==> src/commit_pkg.sv <==
// Shared definitions for the commit stage
// Issue number type, default sizes and the selector state encoding

package commit_pkg;

	////////////////////
	// Issue numbering
	////////////////////

	// Issue numbers wrap modulo 2**ISSUE_W
	localparam int ISSUE_W = 4;

	typedef logic [ISSUE_W-1:0] issue_no_t;

	////////////////////
	// Default sizes
	////////////////////

	localparam int DEFAULT_NUM_LANES = 4;

	// DEPTH_S + DEPTH_V must not exceed 2**ISSUE_W
	localparam int DEFAULT_DEPTH_S = 4;
	localparam int DEFAULT_DEPTH_V = 4;

	// Source of the last commit
	typedef enum logic [1:0] {
		IDLE     = 2'd0,
		COMMIT_S = 2'd1,
		COMMIT_V = 2'd2
	} commit_state_t;

endpackage

==> src/scalar_reorder_buffer.sv <==
// Reorder buffer for the scalar back end
// Circular queue of issue numbers with one done flag per entry

`timescale 1ns/1ps

module scalar_reorder_buffer #(
	parameter int DEPTH_S = commit_pkg::DEFAULT_DEPTH_S
) (
	input logic clock,
	input logic reset,
	input logic store,
	input commit_pkg::issue_no_t store_no,
	input logic done,
	input commit_pkg::issue_no_t done_no,
	input logic pop,
	output logic ready,
	output logic head_valid,
	output commit_pkg::issue_no_t head_no,
	output logic head_done
);
	import commit_pkg::*;

	localparam int PTR_W = (DEPTH_S > 1) ? $clog2(DEPTH_S) : 1;
	localparam int CNT_W = $clog2(DEPTH_S + 1);

	issue_no_t entry_no [DEPTH_S];
	logic [DEPTH_S-1:0] entry_valid;
	logic [DEPTH_S-1:0] entry_done;
	logic [PTR_W-1:0] wr_ptr;
	logic [PTR_W-1:0] rd_ptr;
	logic [CNT_W-1:0] count;
	logic full;

	assign full = (count == CNT_W'(DEPTH_S));

	// A pop frees the head in time for a refill at the same edge
	assign ready = ~full | pop;

	assign head_valid = entry_valid[rd_ptr];
	assign head_no = entry_no[rd_ptr];
	assign head_done = entry_done[rd_ptr];

	////////////////////
	// Entry flags and pointers
	////////////////////
	always_ff @(posedge clock) begin
		if (reset) begin
			entry_valid <= '0;
			entry_done <= '0;
			wr_ptr <= '0;
			rd_ptr <= '0;
			count <= '0;
		end else begin
			// Completions may hit any valid entry, not only the head
			for (int i = 0; i < DEPTH_S; i++) begin
				if (done && entry_valid[i] && (entry_no[i] == done_no)) begin
					entry_done[i] <= 1'b1;
				end
			end
			if (pop) begin
				entry_valid[rd_ptr] <= 1'b0;
				rd_ptr <= (rd_ptr == PTR_W'(DEPTH_S - 1)) ? '0 : rd_ptr + 1'b1;
			end
			// Store after pop so a refill of the freed slot wins
			if (store) begin
				entry_valid[wr_ptr] <= 1'b1;
				entry_done[wr_ptr] <= 1'b0;
				wr_ptr <= (wr_ptr == PTR_W'(DEPTH_S - 1)) ? '0 : wr_ptr + 1'b1;
			end
			case ({store, pop})
				2'b10: count <= count + 1'b1;
				2'b01: count <= count - 1'b1;
				default: count <= count;
			endcase
		end
	end

	// Issue numbers
	always_ff @(posedge clock) begin
		if (store) begin
			entry_no[wr_ptr] <= store_no;
		end
	end

endmodule

==> src/vector_reorder_buffer.sv <==
// Reorder buffer for the vector unit
// Circular queue of issue numbers with a lane mask per entry
// Lane-done reports accumulate until every enabled lane has finished

`timescale 1ns/1ps

module vector_reorder_buffer #(
	parameter int DEPTH_V = commit_pkg::DEFAULT_DEPTH_V,
	parameter int NUM_LANES = commit_pkg::DEFAULT_NUM_LANES
) (
	input logic clock,
	input logic reset,
	input logic store,
	input commit_pkg::issue_no_t store_no,
	input logic [NUM_LANES-1:0] lane_enable,
	input logic [NUM_LANES-1:0] done,
	input commit_pkg::issue_no_t done_no,
	input logic pop,
	output logic ready,
	output logic head_valid,
	output commit_pkg::issue_no_t head_no,
	output logic head_done
);
	import commit_pkg::*;

	localparam int PTR_W = (DEPTH_V > 1) ? $clog2(DEPTH_V) : 1;
	localparam int CNT_W = $clog2(DEPTH_V + 1);

	issue_no_t entry_no [DEPTH_V];
	logic [NUM_LANES-1:0] lane_mask [DEPTH_V];
	logic [NUM_LANES-1:0] lane_seen [DEPTH_V];
	logic [DEPTH_V-1:0] entry_valid;
	logic [PTR_W-1:0] wr_ptr;
	logic [PTR_W-1:0] rd_ptr;
	logic [CNT_W-1:0] count;
	logic full;

	assign full = (count == CNT_W'(DEPTH_V));
	assign ready = ~full | pop;

	assign head_valid = entry_valid[rd_ptr];
	assign head_no = entry_no[rd_ptr];

	// Done once each enabled lane has reported
	// An empty mask makes the entry done right away
	assign head_done = &(lane_seen[rd_ptr] | ~lane_mask[rd_ptr]);

	////////////////////
	// Entry flags and pointers
	////////////////////
	always_ff @(posedge clock) begin
		if (reset) begin
			entry_valid <= '0;
			for (int i = 0; i < DEPTH_V; i++) begin
				lane_seen[i] <= '0;
			end
			wr_ptr <= '0;
			rd_ptr <= '0;
			count <= '0;
		end else begin
			// Collect lane reports for the matching entry
			for (int i = 0; i < DEPTH_V; i++) begin
				if (entry_valid[i] && (entry_no[i] == done_no)) begin
					lane_seen[i] <= lane_seen[i] | done;
				end
			end
			if (pop) begin
				entry_valid[rd_ptr] <= 1'b0;
				rd_ptr <= (rd_ptr == PTR_W'(DEPTH_V - 1)) ? '0 : rd_ptr + 1'b1;
			end
			if (store) begin
				entry_valid[wr_ptr] <= 1'b1;
				lane_seen[wr_ptr] <= '0;
				wr_ptr <= (wr_ptr == PTR_W'(DEPTH_V - 1)) ? '0 : wr_ptr + 1'b1;
			end
			case ({store, pop})
				2'b10: count <= count + 1'b1;
				2'b01: count <= count - 1'b1;
				default: count <= count;
			endcase
		end
	end

	////////////////////
	// Entry payload
	////////////////////

	// Lane mask is sampled when the issue is accepted
	always_ff @(posedge clock) begin
		if (store) begin
			entry_no[wr_ptr] <= store_no;
			lane_mask[wr_ptr] <= lane_enable;
		end
	end

endmodule

==> src/commit_select.sv <==
// Issue and commit sequencing
// Issue counter with store routing, commit counter and head selection

`timescale 1ns/1ps

module commit_select (
	input logic clock,
	input logic reset,
	input logic issue_valid,
	input logic issue_vector,
	input logic ready_s,
	input logic ready_v,
	input logic head_valid_s,
	input logic head_done_s,
	input commit_pkg::issue_no_t head_no_s,
	input logic head_valid_v,
	input logic head_done_v,
	input commit_pkg::issue_no_t head_no_v,
	output logic store_s,
	output logic store_v,
	output commit_pkg::issue_no_t issue_no,
	output logic pop_s,
	output logic pop_v,
	output logic commit_valid,
	output commit_pkg::issue_no_t commit_no,
	output logic commit_vector
);
	import commit_pkg::*;

	issue_no_t issue_count;
	issue_no_t commit_count;
	commit_state_t state;
	logic take_s;
	logic take_v;

	////////////////////
	// Issue side
	////////////////////

	// Issue to a full buffer is dropped and keeps its number
	assign store_s = issue_valid & ~issue_vector & ready_s;
	assign store_v = issue_valid & issue_vector & ready_v;
	assign issue_no = issue_count;

	////////////////////
	// Commit side
	////////////////////

	// Only the head carrying the commit count may retire
	assign take_s = head_valid_s & head_done_s & (head_no_s == commit_count);
	assign take_v = head_valid_v & head_done_v & (head_no_v == commit_count);
	assign pop_s = take_s;
	assign pop_v = take_v & ~take_s;

	assign commit_valid = (state != IDLE);
	assign commit_vector = (state == COMMIT_V);

	always_ff @(posedge clock) begin
		if (reset) begin
			issue_count <= '0;
			commit_count <= '0;
			state <= IDLE;
		end else begin
			if (store_s || store_v) begin
				issue_count <= issue_count + issue_no_t'(1);
			end
			if (pop_s || pop_v) begin
				commit_count <= commit_count + issue_no_t'(1);
			end
			if (pop_s) begin
				state <= COMMIT_S;
			end else if (pop_v) begin
				state <= COMMIT_V;
			end else begin
				state <= IDLE;
			end
		end
	end

	// Number of the entry just retired
	always_ff @(posedge clock) begin
		if (pop_s || pop_v) begin
			commit_no <= commit_count;
		end
	end

endmodule

==> src/commit_unit.sv <==
// Commit stage top level
// Scalar and vector reorder buffers side by side with the commit selector

`timescale 1ns/1ps

module commit_unit #(
	parameter int DEPTH_S = commit_pkg::DEFAULT_DEPTH_S,
	parameter int DEPTH_V = commit_pkg::DEFAULT_DEPTH_V,
	parameter int NUM_LANES = commit_pkg::DEFAULT_NUM_LANES
) (
	input logic clock,
	input logic reset,
	input logic issue_valid,
	input logic issue_vector,
	input logic [NUM_LANES-1:0] lane_enable,
	input logic scalar_done,
	input commit_pkg::issue_no_t scalar_done_no,
	input logic [NUM_LANES-1:0] vector_done,
	input commit_pkg::issue_no_t vector_done_no,
	output logic issue_ready_s,
	output logic issue_ready_v,
	output commit_pkg::issue_no_t issue_no,
	output logic commit_valid,
	output commit_pkg::issue_no_t commit_no,
	output logic commit_vector
);
	import commit_pkg::*;

	logic store_s;
	logic store_v;
	logic pop_s;
	logic pop_v;
	logic head_valid_s;
	logic head_done_s;
	issue_no_t head_no_s;
	logic head_valid_v;
	logic head_done_v;
	issue_no_t head_no_v;

	// Entries in flight need distinct issue numbers
	if (DEPTH_S + DEPTH_V > (1 << ISSUE_W)) begin : g_depth_check
		$error("DEPTH_S + DEPTH_V exceeds the issue number range");
	end

	////////////////////
	// Reorder buffers
	////////////////////
	scalar_reorder_buffer #(
		.DEPTH_S(DEPTH_S)
	) u_rob_s (
		.clock(clock),
		.reset(reset),
		.store(store_s),
		.store_no(issue_no),
		.done(scalar_done),
		.done_no(scalar_done_no),
		.pop(pop_s),
		.ready(issue_ready_s),
		.head_valid(head_valid_s),
		.head_no(head_no_s),
		.head_done(head_done_s)
	);

	vector_reorder_buffer #(
		.DEPTH_V(DEPTH_V),
		.NUM_LANES(NUM_LANES)
	) u_rob_v (
		.clock(clock),
		.reset(reset),
		.store(store_v),
		.store_no(issue_no),
		.lane_enable(lane_enable),
		.done(vector_done),
		.done_no(vector_done_no),
		.pop(pop_v),
		.ready(issue_ready_v),
		.head_valid(head_valid_v),
		.head_no(head_no_v),
		.head_done(head_done_v)
	);

	////////////////////
	// Commit selection
	////////////////////
	commit_select u_select (
		.clock(clock),
		.reset(reset),
		.issue_valid(issue_valid),
		.issue_vector(issue_vector),
		.ready_s(issue_ready_s),
		.ready_v(issue_ready_v),
		.head_valid_s(head_valid_s),
		.head_done_s(head_done_s),
		.head_no_s(head_no_s),
		.head_valid_v(head_valid_v),
		.head_done_v(head_done_v),
		.head_no_v(head_no_v),
		.store_s(store_s),
		.store_v(store_v),
		.issue_no(issue_no),
		.pop_s(pop_s),
		.pop_v(pop_v),
		.commit_valid(commit_valid),
		.commit_no(commit_no),
		.commit_vector(commit_vector)
	);

endmodule

==> config.mk <==
export PLATFORM = sky130hd
export DESIGN_NAME = commit_unit
export DESIGN_NICKNAME = d
export VERILOG_FILES = /design/src/commit_pkg.sv /design/src/scalar_reorder_buffer.sv /design/src/vector_reorder_buffer.sv /design/src/commit_select.sv /design/src/commit_unit.sv
export SDC_FILE = /design/constraint.sdc
export NUM_CORES = 1
export LEC_CHECK = 0
export ABC_AREA = 0
export BUFFER_PORTS_ARGS = -buffer_cell sky130_fd_sc_hd__buf_2
export CAP_MARGIN = 40
export CORE_MARGIN = 2
export CORE_UTILIZATION = 35
export DETAILED_ROUTE_END_ITERATION = 8
export GPL_ROUTABILITY_DRIVEN = 0
export PLACE_DENSITY = 0.56
export SYNTH_ARGS = -nofsm -noshare
export SYNTH_HDL_FRONTEND = slang
export SYNTH_SLANG_ARGS = --single-unit
export TNS_END_PERCENT = 50
==> constraint.sdc <==
create_clock -name clock -period 6.8 [get_ports clock]
set_input_delay 1.02 -clock clock [delete_from_list [all_inputs] [get_ports clock]]
set_output_delay 1.02 -clock clock [all_outputs]
set_load 0.01 [all_outputs]
==> impl_results.md <==
* Starting Density at 36.0%
* Worst Tran Pin Value at approximately 0.85 ns
* Fin crit period at between 3 and 4 ns
* Post-Syn Instances at ~430
* Total number of vias at around 3100
* Mapped Avg Cell Area at 11.7 sq um
* Post-Route Skew at 0.0102 ns
* Hold Buf Count CTS at 0
* Total GRT Usage at between 10% and 20%
* Max incr delay on CP at about 0.54 ns
* Fraction of final layout cells sized beyond drive strength 1 at 17.0%
* Class of the worst hold path: reg -> reg
* Worst vdd ir at 0.000112 V
* Site Rows at between 40 and 50
* Mapped Nets at 470
* Yosys warning count at 0
* IO Pins at 33
* Post-Syn Area at about 5000 sq um
* Fin nets at 502
* Die H at around 120 um
* DP HPWL at about 7.8 mm
* Worst Slack Setup Final at between 3 and 4 ns
* Max Slew Vio Count at 0
* Max_slew headroom at between 40 and 50%
* Clock root cell: clkbuf_16
* Die area at between 15000 and 20000 sq um
* Vias in the first global route at 3066
* Clk slew on worst S/H paths at approximately 0.07 ns
* Required @ worst endpoint at 5.78 ns
* Crit path arrival time at 2.71 ns
* Die X at between 100 and 150 um
* Pre-CTS WS at roughly 3.4 ns
* Fillers at between 1000 and 1500
* Family with the most delay on the worst path: compound AO/OA/AOI/OAI gates
* Via/cell ratio at 4.88
* Setup CP Type: reg -> out
* Fmax at between 200 and 300 MHz
* Final hold violations at 0
* TritonCTS buffer count at 9
* Distinct cells, synth at roughly 50
* Post-synth EDFFs at 52
* TNS Setup at 0 ns
* Setup crit end kind: primary output
* Cts repair resizes at 0
* Non-Filler Instances at 644
* Insertion delay to the later sink of the worst-skew pair at approximately 0.35 ns
* Sequential area share after synthesis at 53.5%
* CTS tree: done
* GRT overflow at 0
* Max-Cap Viols at 0
* P&R area growth vs syn at 12.5%
* Port bufs at 32
* Initial detailed-routing violation count at slightly above 200
* Final wirelength at around 11 mm
* Core area at around 14000 sq um
* H-tree Lvls at 3
* Pwr dens at roughly 230 nW/um^2
* ANT nets after route at 0
* CP max FO at 17
* # Post-CTS Setup Buffers at 0
* DR DRC count at 0
* Leak at around 0.0021 uW
* # clock sinks at roughly 110
* CP Cell Sequence: mux4_2 > xnor2_1 > o211a_1 > nand4_4 > a31oi_4 > inv_1 > buf_2
* Clk buf depth at 2
* Final Cycle Share at between 50% and 60%
* Ys flop type: dfxtp_1
* Worst setup SP type: flop
* Placed insts at about 630
* First-pass GRT wire length at approximately 17 mm
* # diodes at 0
* Mean routed wirelength per cell at around 16 um
* Largest net degree at the start of global routing at 45
* DRT Pass-1 Iters at 4
* Yosys reg bits at around 110
* CP Buf/Inv Count at 2
* Unrepaired setup endpoints after global routing: false
* WHS at ~0.47 ns
* # setup viols final at 0
* Async SR Flop Fraction at 0%
* Outcome: completed
* CP max-delay cell: mux4_2
* Antenna violations before repair at 0
==> layer usage <==
metal	vias to the layer above	wire [um]	GRT usage (%)
li1	1558	-	-
met1	1517	5310	22.3
met2	61	4670	21.8
met3	8	468	2.29
met4	0	111	4.47
met5	-	0	0
==> cell families (layout without fill, tap and decap cells) <==
logic type               after synthesis  count (layout)  share of synthesized area [%]
buffers and inverters                 37              74                           3.12
multiplexers                          22              22                           6.92
AO/OA/AOI/OAI                         62              62                           8.67
XOR/XNOR                              47              47                           8.89
AND/OR/NAND/NOR                      129             129                           13.1
flip-flops                           108             108                           53.5
adder cells (fa/ha/maj)               22              22                           5.79
==> stage by stage <==
step	cell area, sq um	util, %	power [uW]
floorplan	5010	-	763
global placement	5330	38.3	789
detailed placement	5350	38.4	791
CTS	5640	40.4	1290
global route	5640	40.4	1320
finish	5640	40.4	1280
==> placed cells by master, fill, tap and decap left out, types with 13 or more instances in the layout <==
| cell type | count |
|---|---|
| nand3_1 | 14 |
| nor2_1 | 41 |
| dfxtp_1 | 56 |
| ha_1 | 20 |
| inv_1 | 23 |
| buf_2 | 32 |
| nor2b_1 | 20 |
| nand2_1 | 17 |
| xnor2_1 | 13 |
| a21oi_1 | 29 |
| xor2_1 | 31 |
| edfxtp_1 | 52 |
==> Yosys cell counts, types with 3 or more instances <==
cell type  count  area share, %
edfxtp_1      52             31
clkbuf_1       9           0.67
nor2_1        41            3.1
nand2_1       17            1.3
mux4_1         3            1.6
dfxtp_1       56             22
nand3_1       14            1.4
xor2_1        31            5.4
a21oi_1       29            2.9
xnor2_1       13            2.3
and2_1         4           0.50
or3_1          4           0.50
o21bai_2       4           0.90
or2_2          3           0.37
mux2i_1       11            2.2
ha_1          20            5.0
a41oi_1        4           0.70
a22oi_1        4           0.60
o21ai_0        9           0.90
mux2_4         3           0.90
inv_1         23            1.7
nor2b_1       20            2.5
nor4_1         7           0.87
nor3_1        10            1.0
mux4_2         5            2.2
==> power breakdown <==
part           leakage (uW)  switching, uW  internal, uW  total, uW
Clock              0.000139            240           262        502
Combinational       0.00102           42.8          29.6       72.4
Sequential         0.000943           11.8           692        703
Total               0.00211            295           983       1280
==> final timing paths <==
path	endpoint	startpoint	cells after the start	slack [ns]
max reg2reg	u_rob_s.count[2]	flop	12	3.34
min reg2reg	u_rob_v.lane_seen[2][1]	u_rob_v.lane_seen[2][1]	2	0.47
max	issue_ready_v	flop	7	3.07
min	u_rob_v.lane_seen[2][1]	u_rob_v.lane_seen[2][1]	2	0.47
==> final cells by class <==
class / instances / area, sq um / area share (%)
clock inverters: 6 / 47.5 / 0.844
well taps: 180 / 225 / 4.00
clock buffers: 10 / 239 / 4.24
multi-input cells: 282 / 2170 / 38.5
inverters: 24 / 91.3 / 1.62
flip-flops and latches: 108 / 2680 / 47.6
repair buffers: 34 / 179 / 3.17
==> worst register-to-register path, cell delays in order, from the launching register on <==
cell,delay (ns)
dfxtp_1,0.45
mux4_2,0.54
xnor2_1,0.15
o211a_1,0.20
nand4_4,0.21
a311oi_2,0.72
inv_1,0.10
ha_1,0.23
inv_1,0.08
fa_1,0.18
xor2_1,0.08
or3_1,0.30
a21oi_1,0.14
==> registers in the layout (all words and copies together), names as in the netlist, 4 cells and up, named ones only <==
register,cells
u_select.commit_no,4
u_select.commit_count,4
u_rob_v.entry_valid,4
u_rob_v.lane_seen,16
u_select.issue_no,4
u_rob_v.entry_no,16
u_rob_v.lane_mask,16
u_rob_s.entry_no,16
u_rob_s.entry_done,4
u_rob_s.entry_valid,4
No activity file was read; power rests on OpenSTA's default activity.
